[config.mk]
export PLATFORM = sky130hd
export DESIGN_NAME = mtx_ctrl
export DESIGN_NICKNAME = d
export VERILOG_FILES = /design/src/hw/mtx_pkg.sv /design/src/hw/scan_if.sv /design/src/hw/tone_gen.sv /design/src/hw/hop_scan.sv /design/src/hw/sync_seq.sv /design/src/hw/gpio_pins.sv /design/src/hw/mtx_ctrl.sv
export SDC_FILE = /design/constraint.sdc
export NUM_CORES = 1
export LEC_CHECK = 0
export BUFFER_PORTS_ARGS = -buffer_cell sky130_fd_sc_hd__buf_2
export CORE_MARGIN = 8
export CORE_UTILIZATION = 30
export DETAILED_ROUTE_END_ITERATION = 6
export PLACE_DENSITY = 0.53
export RECOVER_POWER = 100
export SLEW_MARGIN = 20
export SYNTH_ARGS = -nofsm -noshare
export SYNTH_HDL_FRONTEND = slang
export SYNTH_SLANG_ARGS = --single-unit
[constraint.sdc]
create_clock -name clk -period 5.1 [get_ports clk]
set_clock_uncertainty 0.15 [all_clocks]
set_input_delay 0.51 -clock clk [delete_from_list [all_inputs] [get_ports clk]]
set_output_delay 0.51 -clock clk [all_outputs]
set_load 0.03 [all_outputs]
[src/hw/mtx_pkg.sv]
package mtx_pkg;

  localparam int DATA_WIDTH = 16;
  localparam int PHASE_WIDTH = 24;
  localparam int GPIO_WIDTH = 12;
  localparam int LUT_ADDR_WIDTH = 5;

  // Quadrant bits plus the quarter-wave address.
  localparam int PHASE_IDX_WIDTH = LUT_ADDR_WIDTH + 2;
  localparam logic [PHASE_IDX_WIDTH-1:0] QUARTER_TURN = 1 << LUT_ADDR_WIDTH;

  localparam logic signed [DATA_WIDTH-1:0] SYNC_AMP = 16'sd16384;

  typedef enum logic [2:0] {
    IDLE,
    PRE_POS,
    PRE_NEG,
    MUTE,
    RUN
  } sync_state_t;

  typedef union packed {
    logic [GPIO_WIDTH-1:0] raw;
    struct packed {
      logic tx_on;
      logic scan_id;
      logic rsvd9;
      logic phi;
      logic rsvd7;
      logic phi_bar;
      logic rsvd5;
      logic data_in;
      logic rsvd3;
      logic load_chip;
      logic rsvd1;
      logic synch_out;
    } pin;
  } gpio_word_u;

  localparam logic [GPIO_WIDTH-1:0] GPIO_DDR = 12'hd55;

  // Samples taken at half-step offsets so the quarter folds cleanly.
  localparam logic [DATA_WIDTH-2:0] SINE_QTR [2**LUT_ADDR_WIDTH] = '{
    15'd804,   15'd2411,  15'd4011,  15'd5602,
    15'd7179,  15'd8739,  15'd10278, 15'd11793,
    15'd13279, 15'd14732, 15'd16151, 15'd17530,
    15'd18868, 15'd20159, 15'd21403, 15'd22594,
    15'd23731, 15'd24812, 15'd25832, 15'd26790,
    15'd27683, 15'd28510, 15'd29268, 15'd29956,
    15'd30571, 15'd31113, 15'd31580, 15'd31971,
    15'd32285, 15'd32521, 15'd32678, 15'd32757
  };

  function automatic logic signed [DATA_WIDTH-1:0] sine_at(input logic [PHASE_IDX_WIDTH-1:0] p);
    logic [LUT_ADDR_WIDTH-1:0] idx;
    logic signed [DATA_WIDTH-1:0] mag;
    // Odd quadrants run the table backwards and the upper half is negated.
    idx = p[LUT_ADDR_WIDTH] ? ~p[LUT_ADDR_WIDTH-1:0] : p[LUT_ADDR_WIDTH-1:0];
    mag = DATA_WIDTH'(SINE_QTR[idx]);
    return p[LUT_ADDR_WIDTH+1] ? -mag : mag;
  endfunction

  function automatic logic signed [DATA_WIDTH-1:0] cosine_at(input logic [PHASE_IDX_WIDTH-1:0] p);
    return sine_at(p + QUARTER_TURN);
  endfunction

endpackage

[src/hw/scan_if.sv]
interface scan_if;

  logic scan_id;
  logic phi;
  logic phi_bar;
  logic data_in;
  logic load_chip;

  modport source (
    output scan_id,
    output phi,
    output phi_bar,
    output data_in,
    output load_chip
  );

  modport sink (
    input scan_id,
    input phi,
    input phi_bar,
    input data_in,
    input load_chip
  );

endinterface

[src/hw/tone_gen.sv]
module tone_gen #(
  parameter int NSYMB = 8,
  parameter int SIG_LEN = 1024,
  parameter logic [mtx_pkg::PHASE_WIDTH-1:0] DPH_INC = 24'd16384,
  parameter logic [mtx_pkg::PHASE_WIDTH-1:0] FREQ_SHIFT = 24'd8192,
  parameter logic [mtx_pkg::PHASE_WIDTH-1:0] START_PH = 24'h000000
) (
  input  logic clk,
  input  logic reset,
  input  logic tone_hold,
  output logic frame_done,
  output logic signed [mtx_pkg::DATA_WIDTH-1:0] itx_raw,
  output logic signed [mtx_pkg::DATA_WIDTH-1:0] qtx_raw,
  output logic [mtx_pkg::PHASE_WIDTH-1:0] ph,
  output logic [$clog2(NSYMB+1)-1:0] symb_n
);

  import mtx_pkg::*;

  localparam int SAMP_WIDTH = $clog2(SIG_LEN + 1);
  localparam int SYMB_WIDTH = $clog2(NSYMB + 1);

  logic [PHASE_WIDTH-1:0] step;
  logic [SAMP_WIDTH-1:0] samp_cnt;
  logic symb_end;
  logic frame_end;
  logic [PHASE_IDX_WIDTH-1:0] lut_ph;

  // Last sample of the symbol, and of the last symbol in the frame.
  assign symb_end = samp_cnt == SAMP_WIDTH'(SIG_LEN - 1);
  assign frame_end = symb_end && (symb_n == SYMB_WIDTH'(NSYMB - 1));

  assign frame_done = frame_end && !tone_hold;

  always_ff @(posedge clk) begin
    if (reset || tone_hold) begin
      ph <= START_PH;
      step <= DPH_INC;
      samp_cnt <= '0;
      symb_n <= '0;
    end else begin
      ph <= ph + step;
      if (symb_end) begin
        samp_cnt <= '0;
        if (frame_end) begin
          symb_n <= '0;
          step <= DPH_INC;
        end else begin
          // Next symbol hops up by one frequency step.
          symb_n <= symb_n + 1'b1;
          step <= step + FREQ_SHIFT;
        end
      end else begin
        samp_cnt <= samp_cnt + 1'b1;
      end
    end
  end

  // Top phase bits address the sine table.
  assign lut_ph = ph[PHASE_WIDTH-1 -: PHASE_IDX_WIDTH];

  always_comb begin
    itx_raw = cosine_at(lut_ph);
    qtx_raw = sine_at(lut_ph);
  end

endmodule

[src/hw/hop_scan.sv]
module hop_scan #(
  parameter int NTX_BITS = 78,
  parameter int SCAN_DIV = 20,
  parameter int BIT_CNT_WIDTH = 7
) (
  input  logic clk,
  input  logic reset,
  input  logic scan_hold,
  input  logic [NTX_BITS-1:0] tx_bits,
  scan_if.source scan,
  output logic [BIT_CNT_WIDTH-1:0] nbits_cnt
);

  localparam int DIV_WIDTH = $clog2(SCAN_DIV + 1);

  // Per-bit steps.
  localparam logic [1:0] PH_DATA = 2'd0;
  localparam logic [1:0] PH_PHI = 2'd1;
  localparam logic [1:0] PH_PHIB = 2'd2;

  logic [DIV_WIDTH-1:0] div_cnt;
  logic tick;
  logic [1:0] bit_ph;
  logic done;

  assign tick = div_cnt == DIV_WIDTH'(SCAN_DIV - 1);

  always_ff @(posedge clk) begin
    if (reset || scan_hold) begin
      div_cnt <= '0;
      bit_ph <= PH_DATA;
      done <= 1'b0;
      nbits_cnt <= '0;
      scan.scan_id <= 1'b0;
      scan.phi <= 1'b0;
      scan.phi_bar <= 1'b0;
      scan.data_in <= 1'b0;
      scan.load_chip <= 1'b0;
    end else begin
      div_cnt <= tick ? '0 : div_cnt + 1'b1;
      if (tick) begin
        // Load pulse lasts a single tick.
        scan.load_chip <= 1'b0;
        if (!done) begin
          case (bit_ph)
            PH_DATA: begin
              scan.phi_bar <= 1'b0;
              if (nbits_cnt == BIT_CNT_WIDTH'(NTX_BITS)) begin
                scan.scan_id <= 1'b0;
                scan.data_in <= 1'b0;
                scan.load_chip <= 1'b1;
                done <= 1'b1;
              end else begin
                scan.scan_id <= 1'b1;
                scan.data_in <= tx_bits[nbits_cnt];
                bit_ph <= PH_PHI;
              end
            end
            PH_PHI: begin
              scan.phi <= 1'b1;
              bit_ph <= PH_PHIB;
            end
            PH_PHIB: begin
              scan.phi <= 1'b0;
              scan.phi_bar <= 1'b1;
              nbits_cnt <= nbits_cnt + 1'b1;
              bit_ph <= PH_DATA;
            end
            default: begin
              bit_ph <= PH_DATA;
            end
          endcase
        end
      end
    end
  end

endmodule

[src/hw/sync_seq.sv]
module sync_seq #(
  parameter int SYNC_LEN = 16384
) (
  input  logic clk,
  input  logic reset,
  input  logic frame_done,
  output logic tone_hold,
  output logic scan_hold,
  output logic mute,
  output logic rx_sync,
  output logic [2*mtx_pkg::DATA_WIDTH-1:0] rx_sync_data
);

  import mtx_pkg::*;

  localparam int SLOT_WIDTH = $clog2(SYNC_LEN + 1);

  sync_state_t state;
  logic [SLOT_WIDTH-1:0] slot_cnt;
  logic slot_end;
  logic in_slot;
  logic signed [DATA_WIDTH-1:0] amp;

  assign in_slot = (state == PRE_POS) || (state == PRE_NEG) || (state == MUTE);
  assign slot_end = slot_cnt == SLOT_WIDTH'(SYNC_LEN - 1);

  always_ff @(posedge clk) begin
    if (reset) begin
      state <= IDLE;
      slot_cnt <= '0;
    end else begin
      if (in_slot && !slot_end) begin
        slot_cnt <= slot_cnt + 1'b1;
      end else begin
        slot_cnt <= '0;
      end
      case (state)
        IDLE: state <= PRE_POS;
        PRE_POS: if (slot_end) state <= PRE_NEG;
        PRE_NEG: if (slot_end) state <= MUTE;
        MUTE: if (slot_end) state <= RUN;
        RUN: if (frame_done) state <= PRE_POS;
        default: state <= IDLE;
      endcase
    end
  end

  assign tone_hold = state != RUN;
  assign mute = state != RUN;
  // Scan engine starts with the negative preamble slot.
  assign scan_hold = (state == IDLE) || (state == PRE_POS);
  assign rx_sync = (state == PRE_POS) || (state == PRE_NEG);

  always_comb begin
    case (state)
      PRE_POS: amp = SYNC_AMP;
      PRE_NEG: amp = -SYNC_AMP;
      default: amp = '0;
    endcase
  end

  assign rx_sync_data = {amp, {DATA_WIDTH{1'b0}}};

endmodule

[src/hw/gpio_pins.sv]
module gpio_pins (
  input  logic clk,
  input  logic reset,
  scan_if.sink scan,
  input  logic rx_sync,
  input  logic mute,
  input  logic signed [mtx_pkg::DATA_WIDTH-1:0] itx_raw,
  input  logic signed [mtx_pkg::DATA_WIDTH-1:0] qtx_raw,
  output logic signed [mtx_pkg::DATA_WIDTH-1:0] itx,
  output logic signed [mtx_pkg::DATA_WIDTH-1:0] qtx,
  output logic tx_valid,
  output logic [mtx_pkg::GPIO_WIDTH-1:0] fp_gpio_out,
  output logic [mtx_pkg::GPIO_WIDTH-1:0] fp_gpio_ddr
);

  import mtx_pkg::*;

  gpio_word_u pins_next;
  gpio_word_u pins_q;

  always_comb begin
    pins_next.raw = '0;
    pins_next.pin.synch_out = rx_sync;
    pins_next.pin.load_chip = scan.load_chip;
    pins_next.pin.data_in = scan.data_in;
    pins_next.pin.phi_bar = scan.phi_bar;
    pins_next.pin.phi = scan.phi;
    pins_next.pin.scan_id = scan.scan_id;
    pins_next.pin.tx_on = !mute;
  end

  always_ff @(posedge clk) begin
    if (reset) begin
      pins_q.raw <= '0;
    end else begin
      pins_q <= pins_next;
    end
  end

  // Only output-direction pins are driven.
  assign fp_gpio_out = pins_q.raw & GPIO_DDR;
  assign fp_gpio_ddr = GPIO_DDR;

  assign tx_valid = !mute;
  assign itx = mute ? '0 : itx_raw;
  assign qtx = mute ? '0 : qtx_raw;

endmodule

[src/hw/mtx_ctrl.sv]
module mtx_ctrl #(
  parameter int NSYMB = 8,
  parameter int SIG_LEN = 1024,
  parameter logic [mtx_pkg::PHASE_WIDTH-1:0] DPH_INC = 24'd16384,
  parameter logic [mtx_pkg::PHASE_WIDTH-1:0] FREQ_SHIFT = 24'd8192,
  parameter logic [mtx_pkg::PHASE_WIDTH-1:0] START_PH = 24'h000000,
  parameter int SYNC_LEN = 16384,
  parameter int NTX_BITS = 78,
  parameter int SCAN_DIV = 20,
  parameter int BIT_CNT_WIDTH = 7
) (
  input  logic clk,
  input  logic reset,
  input  logic [NTX_BITS-1:0] tx_bits,
  output logic signed [mtx_pkg::DATA_WIDTH-1:0] itx,
  output logic signed [mtx_pkg::DATA_WIDTH-1:0] qtx,
  output logic tx_valid,
  output logic rx_sync,
  output logic [2*mtx_pkg::DATA_WIDTH-1:0] rx_sync_data,
  output logic [mtx_pkg::GPIO_WIDTH-1:0] fp_gpio_out,
  output logic [mtx_pkg::GPIO_WIDTH-1:0] fp_gpio_ddr,
  output logic [BIT_CNT_WIDTH-1:0] ntx_bits_cnt,
  // Debug.
  output logic [mtx_pkg::PHASE_WIDTH-1:0] ph,
  output logic [$clog2(NSYMB+1)-1:0] symb_n
);

  import mtx_pkg::*;

  logic tone_hold;
  logic scan_hold;
  logic frame_done;
  logic mute;
  logic signed [DATA_WIDTH-1:0] itx_raw;
  logic signed [DATA_WIDTH-1:0] qtx_raw;

  scan_if scan_bus ();

  sync_seq #(
    .SYNC_LEN(SYNC_LEN)
  ) u_sync_seq (
    .clk(clk),
    .reset(reset),
    .frame_done(frame_done),
    .tone_hold(tone_hold),
    .scan_hold(scan_hold),
    .mute(mute),
    .rx_sync(rx_sync),
    .rx_sync_data(rx_sync_data)
  );

  tone_gen #(
    .NSYMB(NSYMB),
    .SIG_LEN(SIG_LEN),
    .DPH_INC(DPH_INC),
    .FREQ_SHIFT(FREQ_SHIFT),
    .START_PH(START_PH)
  ) u_tone_gen (
    .clk(clk),
    .reset(reset),
    .tone_hold(tone_hold),
    .frame_done(frame_done),
    .itx_raw(itx_raw),
    .qtx_raw(qtx_raw),
    .ph(ph),
    .symb_n(symb_n)
  );

  hop_scan #(
    .NTX_BITS(NTX_BITS),
    .SCAN_DIV(SCAN_DIV),
    .BIT_CNT_WIDTH(BIT_CNT_WIDTH)
  ) u_hop_scan (
    .clk(clk),
    .reset(reset),
    .scan_hold(scan_hold),
    .tx_bits(tx_bits),
    .scan(scan_bus.source),
    .nbits_cnt(ntx_bits_cnt)
  );

  gpio_pins u_gpio_pins (
    .clk(clk),
    .reset(reset),
    .scan(scan_bus.sink),
    .rx_sync(rx_sync),
    .mute(mute),
    .itx_raw(itx_raw),
    .qtx_raw(qtx_raw),
    .itx(itx),
    .qtx(qtx),
    .tx_valid(tx_valid),
    .fp_gpio_out(fp_gpio_out),
    .fp_gpio_ddr(fp_gpio_ddr)
  );

endmodule

# == Word-level counts from Yosys, hierarchy flattened ==
# Memories as Yosys holds them, arrays and structs flattened.
# Index checks and enable logic that the tools add are counted.
# word_totals
register_bits,108
mem_bits_ro,960
in_bits,80
out_inout_bits,125
elab_cells,107
mem_count,2
# mem_list
memory,words,width,rd,rd_clocked_by_memory_dff,wr,line_no,source
(no name shown),32,15,1,0,0,mtx_pkg.sv:59,mag = DATA_WIDTH'(SINE_QTR[idx]);
(no name shown),32,15,1,0,0,mtx_pkg.sv:59,
# classes
add_sub_neg,10
magnitude_cmp,3
n_eq_ne,17
n_mux,30
n_bitwise,6
n_reduce_logical,23
# ops
cell,n
$mux W16,4
$mux W15,4
$neg A15 Y16,2
$pmux W16 S2,1
$add A24 B14 Y24 const B,1
$add A24 B24 Y24,1
$mux W24,1
$add A15 B1 Y15 const B,1
$eq A15 B14 Y1 const B,1
$pmux W3 S5,1
$reduce_and A3 Y1,5
$ge A6 B6 Y1 const B,2
$mux W3,4
$not A5 Y6,2
$add A11 B1 Y11 const B,1
$eq A11 B10 Y1 const B,1
$mux W5,2
$not A5 Y5,2
$lt A7 B8 Y1 const B,1
$add A7 B1 Y7 const B,1
$add A7 B6 Y7 const B,1
$bmux W1 S7,1
$eq A7 B7 Y1 const B,1
$mux W1,7
other kinds (25),41

# == Depth between registers and ports, before layout ==
# Gate-level depths: netlist of the first run.
# logic_depth
word_depth,10
mapped_depth,19
depth_no_buf,14

# == By module ==
# Synthesis of the first run repeated with hierarchy kept, for this count alone.
# hier_totals
hier_cells,1147
area_unflattened_um2,9177.6
# by_module_without_submodules
mod,n_inst,cells_each,area_each_um2,seq_area_each_um2
tone_gen,1,792,5905.7,980.9
hop_scan,1,159,1622.8,400.4
sync_seq,1,127,1084.8,360.3
gpio_pins,1,69,564.3,140.1

# == Least setup slack after synthesis of the first run ==
# Ideal clock, no wire load.
# synth_path
path_type,flip-flop to output port
startpoint,reg u_tone_gen.ph[22] (netlist bit)
endpoint,out qtx[10] (netlist bit)
arrival_time_ns,4.874
t_required_ns,4.440
path_slack_ns,-0.434
path_stages_with_launch,20
path_buffers,5
cell_sequence,dfxtp_1 buf_6 buf_2 buf_2 buf_2 xnor2_1 inv_1 ha_1 clkbuf_1 nor3b_1 o22ai_1 nand2_1 o21ai_0 ha_1 inv_1 a2111oi_0 a21oi_1 nor4_4 a21oi_1 mux2i_1
# synth_via
elab_chain_len,8
# synth_lines
item,line_no,source
from (decl),tone_gen.sv:14,"output logic [mtx_pkg::PHASE_WIDTH-1:0] ph,"
from (signal assigned),tone_gen.sv:42,ph <= ph + step;
$mux W5 (*),mtx_pkg.sv:58,idx = p[LUT_ADDR_WIDTH] ? ~p[LUT_ADDR_WIDTH-1:0] : p[LUT_ADDR_WIDTH-1:0];
$not A5 Y6 (implied by the code) (*),mtx_pkg.sv:59,
$mem_v2 Z32 W15 (*),--,
$mux W15 (implied by the code) (*) (2 in series),mtx_pkg.sv:59,
$neg A15 Y16,mtx_pkg.sv:60,return p[LUT_ADDR_WIDTH+1] ? -mag : mag;
$mux W16 (*),mtx_pkg.sv:60,
$mux W16 (*),gpio_pins.sv:46,assign qtx = mute ? '0 : qtx_raw;
to (decl),mtx_ctrl.sv:16,"output logic signed [mtx_pkg::DATA_WIDTH-1:0] qtx,"
# Every way passes the cells marked *; elsewhere a longest branch is shown, timed or not. The select of a mux whose other input is x is not followed.

# == Worst setup path after layout of the first run ==
# layout_path
startpoint,reg u_tone_gen.ph[22] (netlist bit)
endpoint,out itx[9] (netlist bit)
# layout_via
elab_chain_len,9
# layout_lines
item,line_no,source
$add A7 B6 Y7 (*),mtx_pkg.sv:64,return sine_at(p + QUARTER_TURN);
$mux W5,mtx_pkg.sv:58,
$not A5 Y6 (implied by the code),mtx_pkg.sv:59,
$mem_v2 Z32 W15,--,
$mux W15 (implied by the code) (2 in series),mtx_pkg.sv:59,
$neg A15 Y16,mtx_pkg.sv:60,
$mux W16 (*),mtx_pkg.sv:60,
$mux W16 (*),gpio_pins.sv:45,assign itx = mute ? '0 : itx_raw;
to (decl),mtx_ctrl.sv:15,"output logic signed [mtx_pkg::DATA_WIDTH-1:0] itx,"
# Marks and branches as above.

==> results of run 1 <==
-- repair_timing --
item / in CTS / in global routing
resized for setup: 0 / 7
hold buffers: 0 / 0
setup endpoints to repair: 0 / 12
-- routing by layer --
layer | vias up | wire length, um | part of all wire (%)
met5 | - | 0 | 0
met4 | 0 | 1250 | 3.9
met3 | 74 | 2560 | 8.0
met2 | 425 | 14800 | 46
met1 | 4358 | 13200 | 42
li1 | 4502 | - | -
-- flip-flops by register name, summed over array words and instances (netlist names), 2 cells and up --
register and cells:
u_sync_seq.slot_cnt 15, u_hop_scan.div_cnt 5, u_tone_gen.ph 23, u_tone_gen.step 11, u_gpio_pins.pins_q 7, u_hop_scan.nbits_cnt 7
u_hop_scan.bit_ph 2, u_sync_seq.state 3, u_tone_gen.samp_cnt 11, u_tone_gen.symb_n 4
-- stage by stage --
stage | cells | hold WS (ns)
finish | 1727 | 0.301
detailed placement | 1710 | 0.293
CTS | 1726 | 0.303
global route | 1727 | 0.329
global placement | 1710 | 0.281
floorplan | 1257 | 0.268
-- layout by cell type (no fill, tap or decap), drive strengths merged, types with 10 or more instances in the layout --
master,count
conb,49
nand4,16
dfxtp,94
inv,35
nand2b,30
nor2,149
a31oi,12
and2,11
a21o,14
a211oi,12
a21oi,81
o31ai,12
a22oi,16
nor4,10
nand2,79
and3,21
nor3b,11
clkbuf,43
nand3,35
buf,159
xnor2,35
nor3,25
mux2i,30
o21ai,67
o22ai,13
nor2b,32
mux4,22
ha,48
xor2,40
-- critical path, delay by kind of cell, from the launching register on --
family	cells	cell delay, ns
AOI/OAI and AO/OA	3	0.63
xor gates and xnor gates	1	0.11
adders and majority gates	1	0.52
buffers and inverters	3	0.65
DFF	1	0.39
and+or+nand+nor	4	1.56
-- cell usage after synthesis (22+ instances only) --
cell type  number
a21oi_1        81
buf_2          26
buf_4          56
clkbuf_1       37
dfxtp_1        94
ha_1           48
inv_1          29
mux2i_1        30
mux4_2         22
nand2_1        79
nand2b_1       30
nand3_1        35
nor2_1        148
nor2b_1        32
nor3_1         25
o21ai_0        66
xnor2_1        35
xor2_1         40
-- cell families (layout without fill, tap and decap cells) --
logic type	Yosys count	count (layout)	share of synthesized area [%]
multiplexers	53	53	8.65
other	2	50	0.0805
AND/OR/NAND/NOR	459	459	25.1
adder cells (fa/ha/maj)	48	48	6.44
buffers and inverters	168	241	10.7
XOR/XNOR	75	75	7.04
AO/OA/AOI/OAI	311	311	21.8
flip-flops	94	94	20.2
-- area by class of cell --
cell class	instances	area, sq um
diodes	1	2.50
clock buffers	9	225
clock inverters	7	65.1
fillers	3356	20100
inverters	32	120
multi-input cells	995	6680
flip-flops and latches	94	1890
well taps	396	495
repair buffers	193	1020
-- worst max-delay path by stage --
stage | slack [ns] | depth (start not counted) | to | from
6_report | 0.21 | 12 | itx[9] | u_tone_gen.ph[22]
5_1_grt | -0.05 | 15 | qtx[10] | u_tone_gen.ph[22]
4_1_cts | 0.04 | 12 | itx[9] | u_tone_gen.ph[22]
3_5_place_dp | 0.43 | 12 | itx[9] | u_tone_gen.ph[22]
3_3_place_gp | 0.55 | 14 | itx[12] | u_tone_gen.ph[22]
2_1_floorplan | 0.07 | 19 | qtx[6] | u_tone_gen.ph[22]
-- power groups by stage --
stage | clock network [uW] | registers [uW] | logic [uW]
2_1_floorplan | 0 | 754 | 97.1
3_3_place_gp | 0 | 752 | 105
3_5_place_dp | 0 | 753 | 106
4_1_cts | 680 | 735 | 106
5_1_grt | 714 | 735 | 115
6_report | 663 | 735 | 108
==> flow_summary_export.csv, run 1 <==
group,metric,value,unit
sta,drv_slew,0,
yosys,synthTopCellsByArea,"dfxtp_1 20%, ha_1 6.4%, nor2_1 6.0%",
worst_hold_path,whs_endpoint,"u_sync_seq.slot_cnt[14]",
global_routing,grt_use_met3,3.90,%
sta,worst_pin_slew,1.03,ns
die,die_w,192,um
finish,fin_util,34.3,%
power_and_ir_drop,p_sw_share,26.0,%
die,fp-row-count,64,
global_routing,grt_pass1_wl,50.1,mm
outcome,status,"completed",
yosys,synth-async-reset-ratio,0,%
worst_setup_path,arrival,4.23,ns
clocking,max-clock-path-buffers,2,
route,drt-pass1-iter-count,6,
worst_hold_path,min_from,"u_sync_seq.slot_cnt[14]",
route,vias,9359,
yosys,synth-seq-area-share,20.2,%
worst_setup_path,r2r_start,"u_hop_scan.nbits_cnt[1]",
worst_setup_path,end_kind,"output pin",
power_and_ir_drop,switching_power,392,uW
global_routing,antenna_found_initial,1,
power_and_ir_drop,p_clk_share,44.0,%
global_routing,met1_usage,20.4,%
global_routing,top_usage_layer,"met2",
sta,fin_setup_tns,0,ns
clocking,cts_buffers,9,
yosys,avgSynthCellArea,7.71,sq um
place,pre_cts_slack,0.431,ns
sta,setup_violations,0,
power_and_ir_drop,total_power,1510,uW
die,coreArea,30600,sq um
clocking,clkSinkCount,94,
die,dieArea,37000,sq um
yosys,syn_area,9330,sq um
yosys,yosys.area.top_type_share,20.2,%
sta,hold_violations,0,
route,route.antenna.remaining_nets,0,
finish,final_nets,1453,
finish,syn2layout_area_growth,12.5,%
power_and_ir_drop,power_leakage,0.00403,uW
yosys,synth_edf_count,0,
finish,fin_area,10500,sq um
worst_setup_path,critPathLaunchType,"register",
global_routing,grtUsageTotal,16.7,%
global_routing,met2_usage,27.7,%
finish,drive_above_1_share,17.4,%
yosys,yosysWarningCount,0,
worst_setup_path,critPathKind,"register to output pin",
sta,min_period,4.89,ns
die,start_util,30.5,%
global_routing,grt_pass1_vias,9082,
yosys,synth_largest_area_cell,"dfxtp_1",
worst_setup_path,max_stage_delay,0.70,ns
power_and_ir_drop,peakVddDrop,0.134,mV
yosys,yosysUniqueCellTypes,90,
clocking,clkLatencyLatePin,0.35,ns
sta,fmax,204,MHz
global_routing,grt_start_max_net_pins,69,
power_and_ir_drop,power_density,143,nW/um^2
yosys,syn_inst,1210,
power_and_ir_drop,intPower,1110,uW
clocking,clk_pin_slew,0.07,ns
route,initialDrtViolationCount,754,
route,post_drt_wl_per_cell,18.4,um
place,hpwl,24.2,mm
yosys,synth-main-ff-cell,"dfxtp_1",
route,drc,0,
run,cap_violations,0,
place,portBuffers,156,
worst_setup_path,r2r_slack,2.39,ns
global_routing,grt-ovfl-total,0,
place,gp_congestion,0.931,
route,detail_route.wirelength,31.8,mm
sta,setup_slack,0.209,ns
worst_setup_path,rr_worst_depth,7,
worst_hold_path,hold_class,"register to register",
power_and_ir_drop,pwr-share-comb,7.2,%
clocking,cts_tree,"yes",
worst_setup_path,cp_cell_sequence,"buf_6, xnor2_1, buf_4, ha_1, nor2_1, a21oi_1, o22ai_1, o22ai_1, nor4_2, nor2_1, or3_1, buf_2",
clocking,cts_root_buffer,"clkbuf_16",
sta,rsz0062_at_grt,"true",
yosys,ys_ff_latch,94,
worst_setup_path,critical_path_required,4.44,ns
worst_hold_path,holdPathStages,2,
die,io_pins,205,
clocking,htreeDepth,3,
worst_setup_path,cp_slowest_cell,"nor4_2",
worst_setup_path,cp_max_fo,33,
sta,relSlewSlack,30.6,%
place,place_area,10200,sq um
sta,timing.final.crit_share,95.9,%
route,vias_per_cell,5.42,
die,die_h,192,um
clocking,postCtsSetupBuffers,0,
power_and_ir_drop,power_frac_seq,48.8,%
worst_setup_path,reg2reg_to,"u_hop_scan.bit_ph[0]",
Note: power is estimated with default switching activity, not from simulation.
==> run 2: changes to the inputs <==
--- a/config.mk
+++ b/config.mk
@@ -11,6 +11,7 @@
 export DETAILED_ROUTE_END_ITERATION = 6
 export PLACE_DENSITY = 0.53
 export RECOVER_POWER = 100
+export SETUP_SLACK_MARGIN = 0.3
 export SLEW_MARGIN = 20
 export SYNTH_ARGS = -nofsm -noshare
 export SYNTH_HDL_FRONTEND = slang
==> run 2 against run 1 <==
  * The run now ends with max-capacitance violations, max-slew violations left
  * Clock power is 1% higher
  * Worst setup slack better by 0.17 ns
  * Power is 0.40% higher
  * Flip-flop and latch count stayed put
  * Cell area increased by 0.93%
  * Sequential share of layout area down 0.15 points
  * Hold slack worse by 0.0062 ns
  * Critical endpoint is now qtx[5]
  * Highest routed layer unchanged
  * Wire length fell by 0.66%
==> flow_summary_export.csv, run 2 (synthesis results as in run 1) <==
group,metric,value,unit
outcome,status,"finished, violations left",
outcome,violations,"max-capacitance violations, max-slew violations",
worst_setup_path,max_stage_delay,0.70,ns
worst_hold_path,hold_class,"register to register",
die,fp-row-count,64,
sta,fin_setup_tns,0,ns
die,die_h,192,um
worst_hold_path,whs_endpoint,"u_sync_seq.slot_cnt[14]",
place,gp_congestion,0.928,
place,hpwl,23.9,mm
clocking,clkLatencyLatePin,0.35,ns
global_routing,grtUsageTotal,16.5,%
route,post_drt_wl_per_cell,18.3,um
sta,holdWs,0.295,ns
finish,layout_commonest_cell,"nor2_1",
sta,drv_slew,27,
worst_setup_path,rr_worst_depth,10,
finish,fin_util,34.6,%
route,drt-pass1-iter-count,7,
clocking,cts_tree,"yes",
place,portBuffers,156,
global_routing,grt_pass1_vias,8935,
worst_setup_path,crit_family,"buffers and inverters",
sta,setup_violations,0,
worst_setup_path,r2r_start,"u_sync_seq.state[1]",
global_routing,grt-ovfl-total,0,
worst_hold_path,holdPathStages,2,
die,io_pins,205,
route,detail_route.wirelength,31.6,mm
worst_setup_path,cp_max_fo,56,
clocking,max-clock-path-buffers,2,
clocking,cts_buffers,9,
die,die_w,192,um
route,route.antenna.remaining_nets,0,
finish,final_nets,1459,
finish,regMostFlops,"u_tone_gen.ph",
die,dieArea,37000,sq um
global_routing,antenna_found_initial,0,
power_and_ir_drop,total_power,1510,uW
sta,fmax,212,MHz
worst_setup_path,end_kind,"output pin",
route,drc,0,
finish,reg.largest.list,"u_tone_gen.ph x23, u_sync_seq.slot_cnt x15",
power_and_ir_drop,switching_power,394,uW
worst_setup_path,critPathBufInv,3,
worst_setup_path,critPathKind,"register to output pin",
power_and_ir_drop,p_clk_share,44.3,%
power_and_ir_drop,pwr-share-comb,7.1,%
global_routing,grt_pass1_wl,49.3,mm
power_and_ir_drop,p_sw_share,26.1,%
route,vias_per_cell,5.39,
route,routed.top_layer,"met4",
sta,timing.final.crit_share,92.5,%
finish,syn2layout_area_growth,13.6,%
finish,fillers,3319,
global_routing,grt_start_max_net_pins,57,
finish,fin_area,10600,sq um
power_and_ir_drop,power_leakage,0.00398,uW
worst_setup_path,r2r_slack,1.37,ns
finish,layout_common_cells,"147 x nor2_1, 102 x buf_2, 91 x dfxtp_1",
worst_setup_path,critPathLaunchType,"register",
sta,relSlewSlack,-19.8,%
sta,hold_violations,0,
die,coreArea,30600,sq um
place,place_area,10300,sq um
finish,drive_above_1_share,17.0,%
sta,min_period,4.72,ns
route,vias,9342,
route,dr_wl_met3,2.34,mm
finish,largest_reg_flops,23,
route,wl_met2,14.8,mm
finish,diodes,0,
power_and_ir_drop,power_frac_seq,48.6,%
clocking,clkSinkCount,94,
power_and_ir_drop,power_density,143,nW/um^2
clocking,htreeDepth,3,
worst_setup_path,arrival,4.06,ns
worst_setup_path,cp_cell_sequence,"buf_4, inv_1, mux4_2, a22o_1, or2_1, and3_4, a2111o_1, o21ai_0, clkbuf_1",
sta,rsz0062_at_grt,"true",
run,cap_violations,1,
worst_setup_path,reg2reg_to,"u_tone_gen.ph[23]",
die,start_util,30.5,%
power_and_ir_drop,intPower,1120,uW
route,wl_met1,13.3,mm
clocking,cts_root_buffer,"clkbuf_16",
clocking,clk_pin_slew,0.07,ns
worst_setup_path,critical_path_required,4.44,ns
power_and_ir_drop,peakVddDrop,0.132,mV
worst_hold_path,min_from,"u_sync_seq.slot_cnt[14]",
worst_setup_path,cp_slowest_cell,"dfxtp_4",
route,initialDrtViolationCount,885,
sta,worst_pin_slew,1.80,ns
clocking,cts_hold_buf,0,
-- run 2: cell count changes in the layout (fill, tap and decap cells not counted), moves of 2 or more --
cell	before	now
xnor2_1	35	33
buf_4	35	39
mux2i_1	28	24
mux2i_2	0	4
clkbuf_2	0	2
inv_6	2	4
buf_2	123	102
clkbuf_1	34	55
dfxtp_2	2	0
-- run 2: metal layers --
metal  vias up  track usage (%)
met5         -                0
met4         0             6.84
met3        82             3.38
met2       429             27.9
met1      4316             20.2
li1       4515                -
-- run 2: worst min-delay path, delay by kind of cell (launching register included) --
kind            cells  cell delay, ns
flops               1            0.31
compound gates      1            0.06
simple gates        1            0.04
-- run 2: timing repair --
action / CTS / global route
gates resized for setup: 2 / 17
setup endpoints to repair: 4 / 14
pin swaps: 1 / 2
setup buffers: 2 / 4
-- run 2: power by group through the flow --
stage | registers, uW | logic (uW) | clock network (uW)
final | 735 | 107 | 670
after global routing | 735 | 115 | 726
after CTS | 735 | 107 | 692
after detailed placement | 752 | 107 | 0
after global placement | 752 | 106 | 0
after floorplan | 754 | 97.1 | 0
-- run 2: through the flow --
| step | setup slack (ns) | cells |
|---|---|---|
| after floorplan | 0.311 | 1257 |
| after global placement | 0.488 | 1710 |
| after detailed placement | 0.347 | 1710 |
| after CTS | 0.302 | 1728 |
| after global routing | 0.134 | 1732 |
| final | 0.382 | 1732 |
-- run 2: final cells by class --
type | count | area [sq um] | area share (%)
Clock inverter | 7 | 73.8 | 0.697
Tap cell | 396 | 495 | 4.68
Timing Repair Buffer | 199 | 1030 | 9.75
Multi-Input combinational cell | 995 | 6760 | 63.8
Inverter | 32 | 120 | 1.13
Clock buffer | 9 | 225 | 2.13
Sequential cell | 94 | 1890 | 17.9
-- run 2: how the worst max path moves through the flow --
stage | startpoint | end | slack, ns | cells past startpoint
CTS | u_tone_gen.ph[22] | itx[10] | 0.30 | 11
global route | u_tone_gen.ph[22] | qtx[12] | 0.13 | 19
floorplan | u_tone_gen.ph[22] | qtx[6] | 0.31 | 18
detailed placement | u_tone_gen.ph[22] | qtx[10] | 0.35 | 15
global placement | u_tone_gen.ph[22] | qtx[10] | 0.49 | 15
finish | u_tone_gen.ph[20] | qtx[5] | 0.38 | 9
